<file path="config.mk">
export PLATFORM = sky130hd
export DESIGN_NAME = tinker_regfile
export DESIGN_NICKNAME = d
export VERILOG_FILES = /design/src/hw/tinker_pkg.sv /design/src/hw/tinker_regfile.sv
export SDC_FILE = /design/constraint.sdc
export NUM_CORES = 2
export LEC_CHECK = 0
export BUFFER_PORTS_ARGS = -buffer_cell sky130_fd_sc_hd__clkbuf_2
export CAP_MARGIN = 20
export CORE_ASPECT_RATIO = 0.75
export CORE_UTILIZATION = 41
export CTS_CLUSTER_SIZE = 24
export DETAILED_ROUTE_END_ITERATION = 16
export GPL_TIMING_DRIVEN = 1
export PLACE_DENSITY = 0.61
export SLEW_MARGIN = 20
export SYNTH_ARGS = -nofsm -noshare
export SYNTH_HDL_FRONTEND = slang
export SYNTH_SLANG_ARGS = --single-unit
</file>
<file path="constraint.sdc">
create_clock -name clk -period 93.3 [get_ports clk]
set_input_delay 13.995 -clock clk [delete_from_list [all_inputs] [get_ports clk]]
set_output_delay 13.995 -clock clk [all_outputs]
set_load 0.01 [all_outputs]
</file>
<file path="src/hw/tinker_pkg.sv">
package tinker_pkg;

    // machine widths
    parameter int xlen  = 64;  // register and result width
    parameter int ilen  = 32;  // instruction word
    parameter int lit_w = 12;  // literal field
    parameter int nregs = 32;

    typedef logic [xlen-1:0]          data_t;
    typedef logic [ilen-1:0]          instr_t;
    typedef logic [$clog2(nregs)-1:0] reg_idx_t;
    typedef logic [lit_w-1:0]         lit_t;

    // integer opcodes, memory, branch and float codes are not part of this slice
    typedef enum logic [4:0] {
        op_and    = 5'b00000,
        op_or     = 5'b00001,
        op_xor    = 5'b00010,
        op_not    = 5'b00011,
        op_shftr  = 5'b00100,
        op_shftri = 5'b00101,
        op_shftl  = 5'b00110,
        op_shftli = 5'b00111,
        op_halt   = 5'b01111,
        op_mov    = 5'b10001,  // mov rd, rs
        op_mov_l  = 5'b10010,  // mov_L_to_reg
        op_add    = 5'b11000,
        op_addi   = 5'b11001,
        op_sub    = 5'b11010,
        op_subi   = 5'b11011,
        op_mul    = 5'b11100,
        op_div    = 5'b11101
    } opcode_t;

    // handshake sequencing in decode
    typedef enum logic [1:0] {
        st_idle,     // waiting for req
        st_execute,  // operands read, execute registers result
        st_retire,   // write-back happens at the end of this cycle
        st_release   // ack high until req goes away
    } decode_state_t;

endpackage

</file>
<file path="src/hw/tinker_regfile.sv">
`timescale 1ns/100ps

module tinker_regfile #(
    parameter tinker_pkg::data_t stack_top = 64'h80000
) (
    input  logic                 clk,
    input  logic                 reset,
    input  logic                 wr_en,
    input  tinker_pkg::reg_idx_t wr_reg,
    input  tinker_pkg::data_t    wr_data,
    input  tinker_pkg::reg_idx_t rs,
    input  tinker_pkg::reg_idx_t rt,
    input  tinker_pkg::reg_idx_t rd,
    output tinker_pkg::data_t    rs_val,
    output tinker_pkg::data_t    rt_val,
    output tinker_pkg::data_t    rd_val
);
    import tinker_pkg::*;

    data_t regs [nregs];

    // r0 is a normal register here, only r31 has a nonzero start value
    always_ff @(posedge clk or posedge reset) begin
        if (reset) begin
            for (int i = 0; i < nregs - 1; i++) begin
                regs[i] <= '0;
            end
            regs[nregs-1] <= stack_top;  // stack pointer
        end else if (wr_en) begin
            regs[wr_reg] <= wr_data;
        end
    end

    // three combinational read ports
    assign rs_val = regs[rs];
    assign rt_val = regs[rt];
    assign rd_val = regs[rd];  // addi, subi and mov_L read rd

endmodule

</file>
==> flow_metrics.tcl <==
set metrics [dict create \
    status "completed" \
    drt_iter0_drc 16800 \
    cts_made_buffers 214 \
    synth_top_area_share_pct 41.0 \
    final_area_um2 137000 \
    dp_hpwl_um 344000 \
    placed_area_um2 130000 \
    fp.dieW_um 640 \
    clk_pin_slew_ps 60 \
    overflow 0 \
    top_regs "regs (2048)" \
    clock_skew_ps 0 \
    synth_cell_types 56 \
    pwr-share-clk_pct 31.6 \
    seqCellArea_um2 51300 \
    layout.nets 9129 \
    slowest_delay_ps 1000 \
    grt_max_degree 179 \
    utilization_pct 45.2 \
    path_max_fanout 68 \
    cts_tree "yes" \
    firstDrtPassIters 8 \
    synth_fp_nets 9373 \
    fill_cells 26800 \
    start_util_pct 41.2 \
    setup_tns_ps 0 \
    seq_power_share_pct 43.5 \
    ant_nets 0 \
    max_slew_margin_pct 11.3 \
    die_y_um 480 \
    crit_top_cell "buf_4" \
    muxShareOfSynthArea_pct 44.9 \
    core-area_um2 303000 \
    largest_reg_flops 2048 \
    fin_crit_ps 32920 \
    async_reset_ff_share_pct 100 \
    synth_top_family_by_area "multiplexers" \
    p_leak_nw 59.5 \
    netSwitchingFraction_pct 32.5 \
    synth_edf_count 0 \
    clock_latency_ps 930 \
    ctsRootBufferMaster "clkbuf_16" \
    setup_viol 0 \
    syn_area_per_cell_um2 13.5 \
    hold_viol_final 0 \
    pin_count 279 \
    slew_violations 0 \
    pre_cts_ws_ps 60520 \
    p_comb_share_pct 24.8 \
    synth-adder-area-share_pct 0 \
    synth_compound_area_share_pct 6.56 \
    power_density_nw_per_um2 21.0 \
    vias 99200 \
    crit_path_end_kind "output port" \
    cts_htree_levels 4 \
    synth_area_um2 125000 \
    synth_top_cell_by_area "dfrtp_1" \
    synth.most_common_cell "dfrtp_1" \
    rows 175 \
    synth_seq_cells 2048 \
    rsz0062_at_grt "no" \
    top_register "regs" \
    intPower_mw 1.94 \
    cpLargestDelayFamily "buffers and inverters" \
    worstMarginPinSlew_ps 1330 \
    gp_congestion 0.951 \
    area_growth_pct 9.63 \
    crit_chain "buf_8 -> buf_4 -> buf_4 -> buf_4 -> mux4_2 -> a22oi_1 -> nand4_1 -> clkbuf_2" \
    via_per_inst 7.43 \
    ctsResizeCount 0 \
    drcViolationCount 0 \
    path_buf_inv 5 \
    path_class "in -> out" \
    routedWlPerCell_um 43.5 \
    synth_xor_area_share_pct 0 \
    cp_data_required_time_ps 79310 \
    synth-seq-area-share_pct 41.0 \
    ir_worst_vdd_mv 0.0152 \
    clk_path_buf_depth 4 \
    cts.sinks 2048 \
    drt_wl_total_um 581000 \
    yosysWarnings 0 \
    synthCells 9286 \
    arrival_ps 18920 \
    grt_pass1_vias 94800 \
    synthSimpleGateAreaFrac_pct 3.71 \
    maxCapViolations 0 \
    post_cts_buffers 0 \
    fmax_mhz 30.4 \
    drive_gt1_share_pct 41.6 \
    grt.total_usage_pct 36.9 \
    period_share_pct 35.3 \
    port_buffers 278 \
    setup_ws_ps 60380 \
    antenna_found_initial 96 \
    synthFlopType "dfrtp_1" \
    p_sw_uw 938 \
    min_path_type "reg -> reg" \
    postCtsHoldBufs 0 \
    ys_top_cells_by_area "dfrtp_1 41%, mux2_2 17%, mux4_2 16%" \
    hold-worst-slack_ps 537 \
    yosys-top-cells-count "2047 x dfrtp_1, 1913 x mux2_2, 1318 x mux2i_1, 894 x a22oi_1, 878 x mux4_2" \
    grt_pass1_wl_um 795000 \
    dieArea_um2 307000 \
    cp-start-kind "primary input" \
    cpMaxStageDelayCell "buf_4" \
    multi_input_area_um2 69600 \
]
==> metrics by stage <==
step / instances / power, mW
6_report: 13400 / 2.88
5_1_grt: 13300 / 2.97
4_1_cts: 13300 / 2.85
3_5_place_dp: 12900 / 1.95
3_3_place_gp: 12900 / 1.92
2_1_floorplan: 9286 / 1.71
==> cell type report <==
cell class / count / share of cell area (%)
antenna: 80 / 0.146
clock buffer: 303 / 4.56
timing repair buffer: 550 / 2.77
clock inverter: 74 / 0.632
tap: 4071 / 3.71
sequential: 2048 / 37.4
multi-input combinational: 6224 / 50.8
inverter: 4 / 0.0164
==> cells in the final DEF (no fill, tap or decap), types with 6 or more instances in the layout <==
cell type,instances
diode_2,80
nor2b_4,25
clkbuf_1,36
a22o_1,29
clkinv_2,40
bufinv_16,18
and2_1,15
and2_2,8
nor3_1,13
nand4_1,169
mux2i_1,1318
nand2b_1,15
nor2b_1,20
o32ai_1,9
nor3b_2,6
mux2_2,1913
clkbuf_8,50
mux2_1,143
nand3_1,318
nand2_4,14
buf_8,9
nor2_1,18
nor2_2,13
a32oi_1,23
clkinvlp_4,11
nor2b_2,11
a21oi_1,104
nand2_1,122
a22oi_1,894
mux4_2,878
nor2_4,30
buf_4,257
buf_12,14
o22ai_1,16
dfrtp_1,2047
a31oi_1,33
clkbuf_2,263
clkbuf_16,217
==> power groups by stage <==
stage                     combinational [mW]  clock (mW)  sequential, mW
after floorplan                        0.513           0            1.20
after global placement                 0.684           0            1.24
after detailed placement               0.698           0            1.25
after CTS                              0.701       0.911            1.24
after global routing                   0.748       0.947            1.27
final                                  0.716       0.911            1.25
==> path summary, 6_finish.rpt <==
| kind | slack [ps] | startpoint | depth (start not counted) | to |
|---|---|---|---|---|
| setup reg to reg | 92430 | regs[1736]$_DFFE_PP0P_ | 1 | regs[1736]$_DFFE_PP0P_ |
| setup / recovery | 60380 | rs[2] | 8 | rs_val[47] |
| hold reg to reg | 540 | regs[1052]$_DFFE_PP0P_ | 1 | regs[1052]$_DFFE_PP0P_ |
| max in group asynchronous | 75290 | reset | 7 | regs[377]$_DFFE_PP0P_ |
| min in group asynchronous | 13280 | reset | 2 | regs[586]$_DFFE_PP0P_ |
| hold / removal | 540 | regs[1052]$_DFFE_PP0P_ | 1 | regs[1052]$_DFFE_PP0P_ |
==> layer usage <==
layer  GRT usage (%)  part of all wire [%]
met5            1.19                  0.21
met3            18.3                    16
met2            49.3                    40
met1            46.6                    37
met4            24.2                   7.6
==> cells by family (layout without fill, tap and decap cells) <==
family,after synthesis,after routing
compound gates,1122,1122
other cells,0,80
mux,4252,4252
simple gates,850,850
flops,2048,2048
buf+inv,1014,931
(Power assumes the default switching activity.)
