<file path="src/hw/tinker_pkg.sv">
package tinker_pkg;

    // machine widths
    parameter int xlen  = 64;  // register and result width
    parameter int ilen  = 32;  // instruction word
    parameter int lit_w = 12;  // literal field
    parameter int nregs = 32;

    typedef logic [xlen-1:0]          data_t;
    typedef logic [ilen-1:0]          instr_t;
    typedef logic [$clog2(nregs)-1:0] reg_idx_t;
    typedef logic [lit_w-1:0]         lit_t;

    // integer opcodes, memory, branch and float codes are not part of this slice
    typedef enum logic [4:0] {
        op_and    = 5'b00000,
        op_or     = 5'b00001,
        op_xor    = 5'b00010,
        op_not    = 5'b00011,
        op_shftr  = 5'b00100,
        op_shftri = 5'b00101,
        op_shftl  = 5'b00110,
        op_shftli = 5'b00111,
        op_halt   = 5'b01111,
        op_mov    = 5'b10001,  // mov rd, rs
        op_mov_l  = 5'b10010,  // mov_L_to_reg
        op_add    = 5'b11000,
        op_addi   = 5'b11001,
        op_sub    = 5'b11010,
        op_subi   = 5'b11011,
        op_mul    = 5'b11100,
        op_div    = 5'b11101
    } opcode_t;

    // handshake sequencing in decode
    typedef enum logic [1:0] {
        st_idle,     // waiting for req
        st_execute,  // operands read, execute registers result
        st_retire,   // write-back happens at the end of this cycle
        st_release   // ack high until req goes away
    } decode_state_t;

endpackage

</file>
<file path="src/hw/tinker_decode.sv">
`timescale 1ns/100ps

module tinker_decode (
    input  logic                 clk,
    input  logic                 reset,
    input  logic                 in_req,
    input  tinker_pkg::instr_t   in_instr,
    input  logic                 hlt,
    output logic                 in_ack,
    output logic                 issue,
    output tinker_pkg::opcode_t  opcode,
    output tinker_pkg::reg_idx_t rd,
    output tinker_pkg::reg_idx_t rs,
    output tinker_pkg::reg_idx_t rt,
    output tinker_pkg::lit_t     lit
);
    import tinker_pkg::*;

    decode_state_t state;
    instr_t        instr_q;   // captured word
    logic          req_q;     // in_req as seen at the previous edge
    logic          accept;

    // a halted core takes nothing more
    assign accept = (state == st_idle) && in_req && !hlt;

    always_ff @(posedge clk or posedge reset) begin
        if (reset) begin
            state  <= st_idle;
            in_ack <= 1'b0;
            issue  <= 1'b0;
            req_q  <= 1'b0;
        end else begin
            req_q <= in_req;
            issue <= 1'b0;  // single-cycle strobe
            case (state)
                st_idle: begin
                    if (accept) begin
                        issue <= 1'b1;
                        state <= st_execute;
                    end
                end
                st_execute: begin
                    state <= st_retire;
                end
                st_retire: begin
                    in_ack <= 1'b1;  // same edge as the write-back
                    state  <= st_release;
                end
                st_release: begin
                    // req was low at the last edge, so drop ack now
                    if (!req_q) begin
                        in_ack <= 1'b0;
                        state  <= st_idle;
                    end
                end
                default: begin
                    state <= st_idle;
                end
            endcase
        end
    end

    always_ff @(posedge clk) begin
        if (accept) begin
            instr_q <= in_instr;
        end
    end

    // field split of the held word
    assign opcode = opcode_t'(instr_q[31:27]);
    assign rd     = instr_q[26:22];
    assign rs     = instr_q[21:17];
    assign rt     = instr_q[16:12];
    assign lit    = instr_q[11:0];

    // ack may only come up for a request that is still there
    ack_needs_req: assert property (
        @(posedge clk) disable iff (reset)
        $rose(in_ack) |-> $past(in_req)
    );

endmodule

</file>
<file path="config.mk">
export PLATFORM = sky130hd
export DESIGN_NAME = tinker_decode
export DESIGN_NICKNAME = d
export VERILOG_FILES = /design/src/hw/tinker_pkg.sv /design/src/hw/tinker_decode.sv
export SDC_FILE = /design/constraint.sdc
export NUM_CORES = 1
export LEC_CHECK = 0
export ABC_AREA = 1
export BUFFER_PORTS_ARGS = -buffer_cell sky130_fd_sc_hd__buf_2
export CAP_MARGIN = 20
export CORE_ASPECT_RATIO = 0.8
export CORE_MARGIN = 1
export CORE_UTILIZATION = 42
export CTS_CLUSTER_SIZE = 10
export DETAILED_ROUTE_END_ITERATION = 10
export PLACE_DENSITY_LB_ADDON = 0.25
export SLEW_MARGIN = 10
export SYNTH_ARGS = -nofsm -noshare
export SYNTH_HDL_FRONTEND = slang
export SYNTH_SLANG_ARGS = --single-unit
export TNS_END_PERCENT = 5
</file>
<file path="constraint.sdc">
create_clock -name clk -period 2.85 [get_ports clk]
set_clock_uncertainty 0.15 [all_clocks]
set_input_delay 0.285 -clock clk [delete_from_list [all_inputs] [get_ports clk]]
set_output_delay 0.285 -clock clk [all_outputs]
set_load 0.02 [all_outputs]
</file>
==> results.json, run 1 <==
{
  "status": "completed",
  "syn_area_per_cell_um2": 19.9,
  "antenna_found_initial": 0,
  "cts-root-buf": "clkbuf_4",
  "powerDensity_nw_per_um2": 662,
  "coreArea_um2": 2740,
  "ant_nets": 0,
  "dp_cells": 169,
  "finalMaxSlewViolations": 0,
  "htreeDepth": 2,
  "netlist_instances": 61,
  "rsz0062_at_grt": "false",
  "synth_area_leaders": "edfxtp_1 79%, dfrtp_1 10%, ha_1 3.1%",
  "wl_per_cell_um": 11.6,
  "max_freq_mhz": 582,
  "grt_pass1_wl_mm": 3.93,
  "clk_pin_slew_worst_paths_ps": 100,
  "fin_util_pct": 74.5,
  "arrival_ps": 1560,
  "clock_sink_count": 37,
  "cp.required_ps": 2690,
  "finalHoldViolCount": 0,
  "syn_area_um2": 1220,
  "fp.dieW_um": 62.2,
  "ios": 70,
  "drv_cap": 0,
  "end_kind": "flip-flop",
  "timing.setup.tns_ps": 0,
  "slowest_delay_ps": 410,
  "grt.total_usage_pct": 17.7,
  "dr_total_vias": 891,
  "routed_wl_mm": 2.47,
  "nets": 212,
  "start_util_pct": 44.3,
  "routed_via_density": 4.20,
  "antenna_cells": 0,
  "cts_tree": "built",
  "drc": 0,
  "instances_no_fill": 212,
  "irDropWorstVdd_mv": 0.483,
  "clockBufferDepth": 2,
  "drtIter0Drc": 18,
  "post-route-period-util_pct": 60.3,
  "cts_setup_buffers": 0,
  "die-area_um2": 3120,
  "yosysWarnings": 0,
  "drive_gt1_share_pct": 45.4,
  "firstDrtPassIters": 6,
  "syn-num-nets": 100,
  "synthDominantCellAreaShare_pct": 79.0,
  "max_slew_margin_pct": 74.5,
  "hold_class": "in -> async",
  "cp_cell_sequence": "inv_1 > ha_1 > nand2_1 > nor2_2 > buf_4",
  "numCtsBuffers": 5,
  "gr-total-overflow": 0,
  "crit_path_start_kind": "flip-flop",
  "gp_congestion": 0.633,
  "timing_worst_setup_path_type": "reg -> reg",
  "leakage_nw": 0.899,
  "area_growth_pct": 68.1,
  "synth_largest_area_cell": "edfxtp_1",
  "die_h_um": 50.1,
  "first_global_vias": 919,
  "yosysUniqueCellTypes": 11,
  "clk_latency_ps": 320,
  "crit_path_max_fanout": 32,
  "place.port_buffers": 69,
  "p_total_mw": 1.35,
  "setup_viol": 0,
  "ys_seq_area_share_pct": 89.3,
  "grt_max_degree": 33,
  "fin_worst_hold_slack_ps": 248,
  "fin_crit_ps": 1720,
  "ys_ff_latch": 37,
  "tightest_slew_ps": 382,
  "rows": 17,
  "crit_slowest_cell": "dfrtp_1"
}
==> metal layers <==
layer | up-vias | track usage, % | routed length [um]
li1 | 442 | - | -
met1 | 397 | 18.4 | 981
met2 | 47 | 31.7 | 1260
met3 | 5 | 5.68 | 185
met4 | 0 | 10.5 | 40
met5 | - | 0 | 0
==> cell usage after synthesis <==
cell       n
nand2_2    1
edfxtp_1  32
o21ai_0    1
nor2_1     2
or2_1      1
inv_1      5
nand2_1    8
o21ai_2    1
dfrtp_1    5
ha_1       3
nand3_1    2
==> power by group <==
group          switching [mW]  internal (mW)
combinational           0.187          0.132
sequential             0.0267          0.672
clock                   0.153          0.183
==> cell families after synthesis <==
family	Yosys count	synth area share, %
and+or+nand+nor	14	4.94
buffers and inverters	5	1.54
DFF	37	89.3
AOI/OAI and AO/OA	2	1.13
adders and majority gates	3	3.09
==> what timing repair did <==
item                                   in CTS  in global routing
endpoints found under the hold margin      39                  0
hold buffers                               35                  0
gates resized for setup                     0                  0
==> metrics by stage <==
stage	area, um^2	setup WS (ps)
after floorplan	1220	217
after global placement	1620	1190
after detailed placement	1620	1140
after CTS	2040	1110
after global routing	2040	1030
final	2040	1130
==> cells in the final DEF, fill, tap and decap left out <==
master	count
o21ai_0	1
clkinv_1	1
nand2_2	1
bufinv_16	1
or2_1	1
dlygate4sd3_1	35
buf_4	1
dfrtp_1	5
clkbuf_4	5
nor2_2	1
nor2_1	1
buf_2	69
ha_1	3
clkbuf_1	1
nand3_1	2
edfxtp_1	32
inv_1	5
nand2_1	8
o21ai_2	1
==> path summary, 6_finish.rpt <==
path | start | end | cells after the start | slack (ps)
max reg2reg | state[0]$_DFFE_PP0P_ | instr_q[28]$_DFFE_PP_ | 5 | 1130
min in group clk | in_ack$_DFFE_PP0P_ | in_ack$_DFFE_PP0P_ | 2 | 360
min reg2reg | in_ack$_DFFE_PP0P_ | in_ack$_DFFE_PP0P_ | 2 | 360
max | state[0]$_DFFE_PP0P_ | instr_q[28]$_DFFE_PP_ | 5 | 1130
min | reset | in_ack$_DFFE_PP0P_ | 3 | 250
max in group asynchronous | reset | state[1]$_DFFE_PP0P_ | 3 | 2130
==> layout make-up <==
type	instances	area (um^2)
clock buffers	6	41.3
clock inverters	2	33.8
fillers	201	699
inverters	5	18.8
multi-input cells	19	114
flip-flops and latches	37	1090
well taps	38	47.5
repair buffers	105	703
==> flip-flops by register name, indices dropped and copies added (netlist names) <==
signal / cells
in_ack: 1
instr_q: 32
issue: 1
state: 2
req_q: 1
==> critical path: cells and delay by family (launching register included) <==
family / cells / cell delay, ps
DFF: 1 / 410
buffers and inverters: 2 / 440
adders and majority gates: 1 / 200
and+or+nand+nor: 2 / 170
No activity file was read; power rests on OpenSTA's default activity.
==> inputs of run 2 (changes only) <==
ABC_AREA = 0   (was 1)
CORE_UTILIZATION = 38   (was 42)
clock period = 1.5 ns   (was 2.85 ns; I/O delays follow)
==> results.json, run 2 <==
{
  "grt_pass1_wl_mm": 3.51,
  "min_path_cells": 3,
  "fin_util_pct": 68.3,
  "hp-start": "hlt",
  "numCtsBuffers": 5,
  "yosys-top-cells-count": "32 x edfxtp_1, 5 x dfrtp_1, 4 x inv_1, 4 x nor2_1, 3 x ha_1",
  "syn_area_um2": 1220,
  "synth.most_common_cell": "edfxtp_1",
  "timing.rr.end": "state[1]$_DFFE_PP0P_",
  "pre_cts_ws_ps": 30.1,
  "holdPathEnd": "issue$_DFF_PP0_",
  "end_kind": "flip-flop",
  "dp_cells": 166,
  "synthDominantCellAreaShare_pct": 78.6,
  "first_global_vias": 764,
  "clock_sink_count": 37,
  "ant_nets": 0,
  "yosysUniqueCellTypes": 11,
  "synth_edf_count": 32,
  "final_cell_mix": "69 x buf_2, 34 x dlygate4sd3_1, 32 x edfxtp_1, 5 x clkbuf_8, 5 x dfrtp_1",
  "firstDrtPassIters": 4,
  "layout_setup_ws_ps": 28.2,
  "grt_max_degree": 18,
  "status": "completed",
  "ys_ff_latch": 37,
  "fillers": 214,
  "drv_cap": 0,
  "irDropWorstVdd_mv": 0.711,
  "drive_gt1_share_pct": 51.2,
  "fp.dieW_um": 65.4,
  "clk_latency_ps": 270,
  "antenna_found_initial": 0,
  "timing.setup.tns_ps": 0,
  "coreArea_um2": 3090,
  "r2r-start": "state[1]$_DFFE_PP0P_",
  "crit_path_max_fanout": 4,
  "gp_congestion": 0.605,
  "post-route-period-util_pct": 98.1,
  "antenna_cells": 0,
  "cp.required_ps": 1510,
  "die-area_um2": 3450,
  "grt.total_usage_pct": 14.9,
  "place.port_buffers": 69,
  "rows": 18,
  "clockBufferDepth": 2,
  "clk_pin_slew_worst_paths_ps": 60,
  "ios": 70,
  "ys_seq_area_share_pct": 88.8,
  "instances_no_fill": 208,
  "nets": 207,
  "timing_worst_setup_path_type": "reg -> reg",
  "final_common_cell": "buf_2",
  "fin_worst_hold_slack_ps": 46.0,
  "die_h_um": 52.7,
  "ys.flop_type": "edfxtp_1",
  "fin_crit_ps": 1470,
  "syn_area_per_cell_um2": 22.2,
  "synth_area_leaders": "edfxtp_1 79%, dfrtp_1 10%, ha_1 3.1%",
  "start_util_pct": 39.6,
  "finalHoldViolCount": 0,
  "powerDensity_nw_per_um2": 1270,
  "syn-num-nets": 94,
  "leakage_nw": 0.909,
  "setup_viol": 0,
  "arrival_ps": 1480,
  "netlist_instances": 55,
  "hold_class": "in -> reg",
  "max_slew_margin_pct": 86.8,
  "gr-total-overflow": 0,
  "cts-root-buf": "clkbuf_8",
  "drc": 0,
  "async_flop_share_pct": 13.5,
  "synth_largest_area_cell": "edfxtp_1",
  "tightest_slew_ps": 197,
  "top_regs": "instr_q (32), state (2)",
  "routed_via_density": 4.21,
  "routed_wl_mm": 2.56,
  "yosysWarnings": 0,
  "area_growth_pct": 72.4,
  "regMostFlops": "instr_q",
  "rsz0062_at_grt": "true",
  "htreeDepth": 2,
  "dr_total_vias": 876,
  "regToRegSetupSlack_ps": 30,
  "drtIter0Drc": 24,
  "wl_per_cell_um": 12.3,
  "crit_path_start_kind": "flip-flop",
  "finalMaxSlewViolations": 0,
  "max_freq_mhz": 679,
  "reg2reg_depth": 4,
  "cts_tree": "built",
  "largest_reg_flops": 32
}
==> run 2: per-stage QoR <==
stage | cell area, um^2 | power, mW
final | 2110 | 2.67
after global routing | 2110 | 2.80
after CTS | 2090 | 2.66
after detailed placement | 1680 | 1.98
after global placement | 1680 | 1.95
after floorplan | 1240 | 1.76
==> run 2: critical path, stage by stage (launching register included) <==
cell,delay [ps]
dfrtp_1,420
ha_2,190
nand2_1,90
a21boi_4,200
mux2_4,310
==> run 2: cells by family (layout without fill, tap and decap cells) <==
kind of cell	Yosys count	in the layout	synth area share (%)
AO/OA/AOI/OAI	3	3	2.66
adder cells (fa/ha/maj)	3	3	3.07
buffers and inverters	4	117	1.23
flip-flops	37	37	88.8
multiplexers	1	1	1.23
AND/OR/NAND/NOR	7	7	2.97
==> run 2: layer usage <==
layer	global-route usage, %	share of wire [%]	up-vias
met2	24.2	51	41
met1	16.9	42	408
met5	0	0	-
li1	-	-	425
met4	7.61	0.51	0
met3	6.09	6.3	2
==> run 2: how the worst max path moves through the flow <==
stage / start / to / depth (start not counted) / slack, ps
after floorplan: state[1]$_DFFE_PP0P_ / instr_q[0]$_DFFE_PP_ / 4 / -190
after global routing: state[1]$_DFFE_PP0P_ / state[1]$_DFFE_PP0P_ / 4 / -20
after detailed placement: state[1]$_DFFE_PP0P_ / state[1]$_DFFE_PP0P_ / 4 / 30
final: state[1]$_DFFE_PP0P_ / state[1]$_DFFE_PP0P_ / 4 / 30
after CTS: state[1]$_DFFE_PP0P_ / state[1]$_DFFE_PP0P_ / 4 / 20
after global placement: state[1]$_DFFE_PP0P_ / state[1]$_DFFE_PP0P_ / 4 / 70
==> run 2: area by class of cell <==
cell class | instances | area (um^2) | area share (%)
tap | 40 | 50.0 | 2.38
multi-input combinational | 14 | 144 | 6.83
clock inverter | 1 | 3.75 | 0.178
timing repair buffer | 106 | 733 | 34.8
clock buffer | 6 | 72.6 | 3.44
sequential | 37 | 1090 | 51.5
inverter | 4 | 17.5 | 0.831
==> run 2: power breakdown <==
group          internal (mW)  total, mW  switching [mW]
Sequential              1.27       1.33          0.0598
Combinational          0.364      0.726           0.362
Clock                  0.313      0.612           0.299
Total                   1.95       2.67           0.721
==> run 2: repair_timing <==
item / in CTS / in global routing
setup buffers: 0 / 1
hold buffers: 34 / 0
endpoints found under the hold margin: 38 / 0
resized for setup: 0 / 2
setup endpoints to repair: 0 / 33
