File: src/hw/tinker_pkg.sv
package tinker_pkg;

    // machine widths
    parameter int xlen  = 64;  // register and result width
    parameter int ilen  = 32;  // instruction word
    parameter int lit_w = 12;  // literal field
    parameter int nregs = 32;

    typedef logic [xlen-1:0]          data_t;
    typedef logic [ilen-1:0]          instr_t;
    typedef logic [$clog2(nregs)-1:0] reg_idx_t;
    typedef logic [lit_w-1:0]         lit_t;

    // integer opcodes, memory, branch and float codes are not part of this slice
    typedef enum logic [4:0] {
        op_and    = 5'b00000,
        op_or     = 5'b00001,
        op_xor    = 5'b00010,
        op_not    = 5'b00011,
        op_shftr  = 5'b00100,
        op_shftri = 5'b00101,
        op_shftl  = 5'b00110,
        op_shftli = 5'b00111,
        op_halt   = 5'b01111,
        op_mov    = 5'b10001,  // mov rd, rs
        op_mov_l  = 5'b10010,  // mov_L_to_reg
        op_add    = 5'b11000,
        op_addi   = 5'b11001,
        op_sub    = 5'b11010,
        op_subi   = 5'b11011,
        op_mul    = 5'b11100,
        op_div    = 5'b11101
    } opcode_t;

    // handshake sequencing in decode
    typedef enum logic [1:0] {
        st_idle,     // waiting for req
        st_execute,  // operands read, execute registers result
        st_retire,   // write-back happens at the end of this cycle
        st_release   // ack high until req goes away
    } decode_state_t;

endpackage

File: src/hw/tinker_result.sv
`timescale 1ns/100ps

module tinker_result (
    input  logic                 clk,
    input  logic                 reset,
    input  logic                 ex_valid,
    input  logic                 ex_write,
    input  logic                 ex_halt,
    input  tinker_pkg::reg_idx_t ex_reg,
    input  tinker_pkg::data_t    ex_data,
    output logic                 wr_en,
    output tinker_pkg::reg_idx_t wr_reg,
    output tinker_pkg::data_t    wr_data,
    output logic                 wb_valid,
    output tinker_pkg::reg_idx_t wb_reg,
    output tinker_pkg::data_t    wb_data,
    output logic                 hlt
);
    import tinker_pkg::*;

    // register file write lands on the same edge as the report
    assign wr_en   = ex_valid && ex_write;
    assign wr_reg  = ex_reg;
    assign wr_data = ex_data;

    always_ff @(posedge clk or posedge reset) begin
        if (reset) begin
            wb_valid <= 1'b0;
            hlt      <= 1'b0;
        end else begin
            wb_valid <= wr_en;  // one pulse per write
            if (ex_valid && ex_halt) begin
                hlt <= 1'b1;  // sticky until reset
            end
        end
    end

    always_ff @(posedge clk) begin
        if (wr_en) begin
            wb_reg  <= ex_reg;
            wb_data <= ex_data;
        end
    end

    // each retired write is reported exactly once
    wb_single_pulse: assert property (
        @(posedge clk) disable iff (reset)
        wb_valid |=> !wb_valid
    );

endmodule

File: config.mk
export PLATFORM = sky130hd
export DESIGN_NAME = tinker_result
export DESIGN_NICKNAME = d
export VERILOG_FILES = /design/src/hw/tinker_pkg.sv /design/src/hw/tinker_result.sv
export SDC_FILE = /design/constraint.sdc
export NUM_CORES = 1
export LEC_CHECK = 0
export ABC_AREA = 1
export BUFFER_PORTS_ARGS = -buffer_cell sky130_fd_sc_hd__buf_2
export CAP_MARGIN = 40
export CORE_ASPECT_RATIO = 1.2
export CORE_UTILIZATION = 39
export CTS_CLUSTER_SIZE = 40
export DETAILED_ROUTE_END_ITERATION = 10
export PLACE_DENSITY = 0.9
export SYNTH_ARGS = -nofsm -noshare
export SYNTH_HDL_FRONTEND = slang
export SYNTH_SLANG_ARGS = --single-unit
File: constraint.sdc
create_clock -name clk -period 2 [get_ports clk]
set_input_delay 0.1 -clock clk [delete_from_list [all_inputs] [get_ports clk]]
set_output_delay 0.1 -clock clk [all_outputs]
set_load 0.02 [all_outputs]
==> impl_metrics.toml, run 1 <==
[sta]
slew_viol_final = 0
period_share_pct = 59.98
finalWorstSetupSlack_ps = 800.3
tightest_slew_ps = 385.7
setup_viol = 0
fin_tns_setup_ps = 0
min_period_ps = 1200
max_freq_ghz = 0.8336
rsz0062_at_grt = "false"
final-hold-violation-count = 0
finClkSkew_ps = 0
relSlewSlack_pct = 74.29

[finish]
antenna_cells = 0
instances_no_fill = 465
seq_area_um2 = 2122
largest_reg_flops = 64
finalNetCount = 449
drive_gt1_share_pct = 60.26
syn_to_final_growth_pct = 59.49
multi_input_area_um2 = 11.26
finalInstanceArea_um2 = 4247
fillCellCount = 459

[status]
status = "finished clean"

[clock_tree]
htree_levels = 3
cts-buffers-inserted = 9
clock-sinks = 71
tritoncts = "yes"
insertion_delay_ps = 330
postCtsSetupBuffers = 0
clockRootBuffer = "clkbuf_8"
clockBufferDepth = 2
clk_pin_slew_ps = 70
cts_resized = 0
postCtsHoldBufs = 72

[setup_path]
critPathKind = "primary input to flip-flop"
reg2reg_depth = 2
arrival_ps = 1420
cp.buffers_inverters = 3
cpLargestDelayFamily = "buffers and inverters"
cp-start-kind = "primary input"
worstPathCellList = "dlygate4sd3_1 -> buf_2 -> nand2_1 -> dlygate4sd3_1 -> nand2_1"
slowest_delay_ps = 560
critPathMaxFanout = 1
crit_cells = 5
critical_path.slowest_cell = "dlygate4sd3_1"
r2r_slack_ps = 1390
crit_path_end_kind = "flip-flop"
critPathRequiredTime_ps = 2220

[pwr]
total_power_mw = 3.433
switching_share_pct = 25.30
internal_power_mw = 2.564
comb_power_share_pct = 18.3
p_sw_mw = 0.8685
p_seq_share_pct = 51.4
peakVddDrop_v = 0.0004812
powerDensity_nw_per_um2 = 808.4
pwr-share-clk_pct = 30.4
p_leak_nw = 1.934

[place]
place_ws_ps = 959.2
dp_cells = 377
port_buffers = 214
place.gp.congestion = 0.6885
placed_cell_area_um2 = 3346

[drt]
routed_wl_um = 6815
wl_per_cell_um = 14.66
drc = 0
vias = 1976
drtPass1Iterations = 4
drtAntennaViolNets = 0
routed_via_density = 4.249
drt-initial-drc-count = 67

[floorplan]
die_w_um = 77.43
placementRows = 32
dieArea_um2 = 7163
num_io_pins = 215
core_area_um2 = 6526
start_util_pct = 40.80
die_h_um = 92.51

[synth]
synth_area_per_cell_um2 = 18.24
ys_types = 5
ys_seq_elements = 71
synth_nets = 220
synth_cells = 146
yosysSeqAreaShare_pct = 79.70
ys_warn_count = 0
synth_area_um2 = 2663

[global_routing]
grt_max_degree = 72
grt-ovfl-total = 0
grt_pass1_wl_um = 9701
grt.total_usage_pct = 18.81
antenna_found_initial = 0
first_global_vias = 2005

[worst_hold_path]
min_path_type = "primary input to asynchronous set/reset pin"

[job]
cap_violations = 0
tightest hold or removal path: cells and delay by family:
family,cells,cell delay [ps]
buf+inv,3,750
synth_stat cells (all sizes together):
master | n | area share [%]
inv | 3 | 0.42
buf | 69 | 19
nand2 | 3 | 0.42
dfrtp | 2 | 1.9
edfxtp | 69 | 78
placed cells by master, fill, tap and decap left out, drive strengths merged:
cell type    instances
dlygate4sd3         72
clkinvlp             1
buf                215
bufinv               1
edfxtp              69
nand2                3
dfrtp                2
inv                  2
clkbuf              11
clkinv               4
cell families (layout without fill, tap and decap cells):
group                  after synthesis  in the layout  synth area share, %
buffers and inverters               72            306                19.88
DFF                                 71             71                79.70
and+or+nand+nor                      3              3               0.4229
cell type report:
cell class | instances | share of cell area, %
sequential | 71 | 49.97
clock inverter | 5 | 1.149
inverter | 3 | 0.3536
timing repair buffer | 287 | 42.66
tap | 85 | 2.504
clock buffer | 11 | 3.094
multi-input combinational | 3 | 0.2652
metal layers:
metal,GRT usage [%],routed length (um)
met5,0,0
met4,13.84,303
met3,4.433,439
met2,35.10,3719
met1,17.55,2352
stage by stage:
stage,util [%],hold slack [ps]
floorplan,-,-158.8
detailed placement,51.27,-38.45
global placement,51.27,-50.80
CTS,65.07,161.1
global route,65.07,193.9
finish,65.07,187.8
worst paths after layout:
path                            startpoint                  to
max                                ex_halt     hlt$_DFFE_PP0P_
max in group asynchronous            reset     hlt$_DFFE_PP0P_
min reg2reg                hlt$_DFFE_PP0P_     hlt$_DFFE_PP0P_
min                                  reset  wb_valid$_DFF_PP0_
max reg2reg                hlt$_DFFE_PP0P_     hlt$_DFFE_PP0P_
min in group clk                  ex_write  wb_valid$_DFF_PP0_
power by group through the flow:
| stage | Clock, mW | Sequential [mW] | Combinational [mW] |
|---|---|---|---|
| 2_1_floorplan | 0 | 1.93 | 0.225 |
| 3_3_place_gp | 0 | 1.79 | 0.501 |
| 3_5_place_dp | 0 | 1.79 | 0.511 |
| 4_1_cts | 1.08 | 1.76 | 0.620 |
| 5_1_grt | 1.12 | 1.77 | 0.657 |
| 6_report | 1.04 | 1.76 | 0.627 |
Power figures use the tool's default switching activity.
==> run 2: changes to the inputs <==
Settings changed: ABC_AREA 1 to 0.
Clock period 2 ns to 1.2 ns, I/O delays scaled along.
==> impl_metrics.toml, run 2 <==
[global_routing]
grt_max_degree = 47
met1_usage_pct = 19.59
first_global_vias = 1989
grt_pass1_wl_um = 10160
grt.total_usage_pct = 19.67
met2_usage_pct = 35.84
antenna_found_initial = 0
grt_busiest_layer = "met2"
met3_usage_pct = 6.502
grt-ovfl-total = 0

[synth]
synth_common_cells = "69 x buf_4, 69 x edfxtp_1, 2 x dfrtp_1"
netlist_top_cells_area = "edfxtp_1 78%, buf_4 19%, dfrtp_1 1.9%, a21o_1 0.28%, and2_1 0.24%"
synth_ff_type = "edfxtp_1"
synth_largest_area_cell = "edfxtp_1"
ys_types = 6
synth_top_area_share_pct = 77.97
synth_area_per_cell_um2 = 18.58
yosysSeqAreaShare_pct = 79.85
synthArstFlopShare_pct = 2.817
synth_nets = 217
ys_seq_elements = 71
synth_area_um2 = 2658
ys_warn_count = 0
synth_edf_count = 69
synth_cells = 143

[sta]
tightest_slew_ps = 245.6
period_share_pct = 81.64
min_period_ps = 979.7
slew_viol_final = 0
relSlewSlack_pct = 83.63
rsz0062_at_grt = "false"
max_freq_ghz = 1.021
final-hold-violation-count = 0
finClkSkew_ps = 0
setup_viol = 0
fin_tns_setup_ps = 0

[setup_path]
cpLargestDelayFamily = "buffers and inverters"
crit_path_end_kind = "output pin"
cp-start-kind = "primary input"
critPathMaxFanout = 2
slowest_delay_ps = 560
critical_path.slowest_cell = "dlygate4sd3_1"
worstPathCellList = "dlygate4sd3_1 -> buf_2 -> buf_2"
arrival_ps = 920
critPathRequiredTime_ps = 1140
critPathKind = "primary input to output pin"
crit_top_cell = "buf_2"
cp.buffers_inverters = 3

[finish]
finalNetCount = 447
antenna_cells = 0
fillCellCount = 488
drive_gt1_share_pct = 61.11
syn_to_final_growth_pct = 60.64
final_common_cell = "buf_2"
largest_reg_flops = 64
final_cell_mix = "214 x buf_2, 72 x dlygate4sd3_1, 69 x edfxtp_1, 9 x clkbuf_8, 3 x clkinvlp_4"
multi_input_area_um2 = 16.27
seq_area_um2 = 2122
utilization_pct = 65.82

[floorplan]
die_w_um = 77.36
dieArea_um2 = 7150
start_util_pct = 40.97
placementRows = 32
die_h_um = 92.43
num_io_pins = 215
core_area_um2 = 6486

[clock_tree]
clock-sinks = 71
clockBufferDepth = 2
tritoncts = "yes"
insertion_delay_ps = 330
cts_resized = 0
clockRootBuffer = "clkbuf_8"
htree_levels = 3
postCtsSetupBuffers = 0
cts-buffers-inserted = 9
clk_pin_slew_ps = 80

[drt]
vias = 1960
routed_wl_um = 7133
drtAntennaViolNets = 0
drt-initial-drc-count = 68
drtPass1Iterations = 4
drc = 0
wl_per_cell_um = 15.41
routed_via_density = 4.233

[status]
status = "finished clean"

[pwr]
p_leak_nw = 1.928
powerDensity_nw_per_um2 = 1359
peakVddDrop_v = 0.0007812

[job]
cap_violations = 0

[place]
place.gp.congestion = 0.6781
port_buffers = 214

[worst_hold_path]
min_path_type = "primary input to asynchronous set/reset pin"
==> run 2: cell types whose count changed in the layout (fill, tap and decap cells not counted) <==
cell        previous run  this run
clkinv_2               3         1
buf_12                 1         2
and2_4                 0         1
nand2_1                3         0
clkinvlp_4             1         3
a21o_1                 0         1
clkbuf_1               2         1
inv_1                  2         1
==> run 2: area by class of cell <==
cell class                      instances  share of cell area (%)
Clock buffer                           10                   2.989
Multi-Input combinational cell          2                  0.3810
Tap cell                               85                   2.491
Sequential cell                        71                   49.71
Inverter                                1                 0.08793
Timing Repair Buffer                  288                   42.91
Clock inverter                          6                   1.436
==> run 2: routing by layer <==
metal,vias up,wire length (um)
li1,894,-
met1,920,2495
met2,129,3952
met3,17,510
met4,0,176
met5,-,0
==> run 2: final timing paths <==
path | start | cells after the start | slack (ps) | endpoint
setup / recovery | ex_data[20] | 3 | 220 | wr_data[20]
hold / removal | reset | 3 | 110 | hlt$_DFFE_PP0P_
setup reg to reg | hlt$_DFFE_PP0P_ | 1 | 560 | hlt$_DFFE_PP0P_
hold reg to reg | hlt$_DFFE_PP0P_ | 1 | 470 | hlt$_DFFE_PP0P_
max in group asynchronous | reset | 3 | 960 | wb_valid$_DFF_PP0_
min in group clk | ex_write | 3 | 240 | wb_valid$_DFF_PP0_
==> run 2: where the power goes <==
group          switching [mW]  internal (mW)
registers              0.0388           2.90
logic                   0.621          0.436
clock network           0.859          0.949
==> run 2: worst min-delay path, cell delays in order <==
cell           delay, ps
dlygate4sd3_1        530
buf_2                120
inv_1                 90
==> run 2: cell families (layout without fill, tap and decap cells) <==
group / Yosys count / after routing / synth area share, %
DFF: 71 / 71 / 79.85
and+or+nand+nor: 1 / 1 / 0.2356
AOI/OAI and AO/OA: 1 / 1 / 0.2826
buffers and inverters: 70 / 305 / 19.63
==> run 2: per-stage QoR <==
stage	instances	setup WS, ps	total power [mW]	hold WS (ps)	cell area (um2)
2_1_floorplan	143	147.5	3.583	-198.8	2660
3_3_place_gp	375	288.8	3.832	-74.96	3359
3_5_place_dp	375	277.3	3.855	-70.29	3359
4_1_cts	463	12.42	5.823	108.3	4269
5_1_grt	463	202.6	5.994	113.8	4269
6_report	463	220.3	5.803	114.5	4269
==> run 2: repair_timing <==
item	CTS	global route
hold buffers	72	1
endpoints found under the hold margin	72	1
endpoints found under the setup margin	0	1
==> run 3: changes to the inputs <==
Clock period 1.2 ns to 1.02 ns, I/O delays scaled along.
==> impl_metrics.toml, run 3 (synthesis results as in run 2) <==
[sta]
slew_viol_final = 0
finClkSkew_ps = 0
final-hold-violation-count = 0
relSlewSlack_pct = 89.78
fin_tns_setup_ps = 0
setup_viol = 0
rsz0062_at_grt = "false"
tightest_slew_ps = 153.3
period_share_pct = 96.09
max_freq_ghz = 1.020
min_period_ps = 980.1

[clock_tree]
cts-buffers-inserted = 9
clockRootBuffer = "clkbuf_8"
tritoncts = "yes"
insertion_delay_ps = 340
clk_pin_slew_ps = 80
clockBufferDepth = 2
postCtsSetupBuffers = 0
htree_levels = 3
clock-sinks = 71

[drt]
wl_per_cell_um = 15.91
drtAntennaViolNets = 0
drc = 0
drt-initial-drc-count = 64
routed_wl_um = 7380
vias = 1973
routed_via_density = 4.252
drtPass1Iterations = 4

[place]
port_buffers = 214
place.gp.congestion = 0.6688

[finish]
final_cell_mix = "214 x buf_2, 72 x dlygate4sd3_1, 69 x edfxtp_1, 10 x clkbuf_8"
largest_reg_flops = 64
finalNetCount = 448
antenna_cells = 0
utilization_pct = 66.67
syn_to_final_growth_pct = 62.71
final_common_cell = "buf_2"
drive_gt1_share_pct = 61.48

[floorplan]
die_w_um = 77.36
dieArea_um2 = 7150
placementRows = 32
die_h_um = 92.43
core_area_um2 = 6486
num_io_pins = 215
start_util_pct = 40.97

[setup_path]
critical_path.slowest_cell = "edfxtp_1"
cp-start-kind = "flip-flop"
critPathRequiredTime_ps = 970
arrival_ps = 930
r2r_slack_ps = 390
critPathKind = "flip-flop to output pin"
critPathMaxFanout = 1
slowest_delay_ps = 410
worstPathCellList = "buf_2"
cpLargestDelayFamily = "flip-flops"
crit_path_end_kind = "output pin"
cp.buffers_inverters = 1

[pwr]
p_leak_nw = 1.952
peakVddDrop_v = 0.0008640
powerDensity_nw_per_um2 = 1658

[worst_hold_path]
min_path_type = "primary input to asynchronous set/reset pin"

[job]
cap_violations = 0

[global_routing]
first_global_vias = 1969
grt_pass1_wl_um = 10250
grt-ovfl-total = 0
antenna_found_initial = 0
grt_max_degree = 30
grt.total_usage_pct = 20.52

[status]
status = "finished clean"
==> run 3: layer usage <==
layer  vias up  routed length [um]  track usage [%]
met4         0                 203            11.95
met1       923                2549            19.72
li1        900                   -                -
met3        18                 507            6.010
met5         -                   0                0
met2       132                4119            38.27
==> run 3: worst min-delay path, stage by stage <==
cell	delay (ps)
dlygate4sd3_1	530
buf_2	120
inv_1	90
==> run 3: final cells by class <==
type	count	area [um2]
fill	489	2162
clock inverter	5	82.58
tap	85	106.4
sequential	71	2122
timing repair buffer	289	1852
clock buffer	11	141.4
inverter	1	3.754
multi-input combinational	2	16.27
==> run 3: through the flow <==
step / cells / hold WS (ps) / setup WS (ps) / power, mW / instance area, um2
after global routing: 464 / 83.15 / 3.897 / 7.420 / 4324
after detailed placement: 376 / -82.72 / 148.7 / 4.543 / 3379
after global placement: 376 / -83.52 / 160.0 / 4.518 / 3379
after CTS: 464 / 88.80 / 32.65 / 7.210 / 4324
after floorplan: 143 / -207.8 / -23.52 / 4.216 / 2660
final: 464 / 101.5 / 39.88 / 7.169 / 4324
==> run 3: path summary, 6_finish.rpt <==
check | from | endpoint | depth (start not counted)
min in group clk | ex_write | wb_valid$_DFF_PP0_ | 3
max | wb_data[21]$_DFFE_PP_ | wb_data[21] | 1
min reg2reg | hlt$_DFFE_PP0P_ | hlt$_DFFE_PP0P_ | 1
max in group asynchronous | reset | wb_valid$_DFF_PP0_ | 3
max reg2reg | hlt$_DFFE_PP0P_ | hlt$_DFFE_PP0P_ | 1
min | reset | hlt$_DFFE_PP0P_ | 3
==> run 3: repair_timing <==
action | CTS | global route
hold buffers | 72 | 0
resized for setup | 0 | 0
endpoints found under the setup margin | 0 | 0
hold endpoints to repair | 72 | 0
==> run 3: power breakdown <==
group,switching (mW),total [mW],internal [mW]
sequential,0.0504,3.46,3.41
combinational,0.735,1.26,0.521
clock,1.01,2.45,1.44
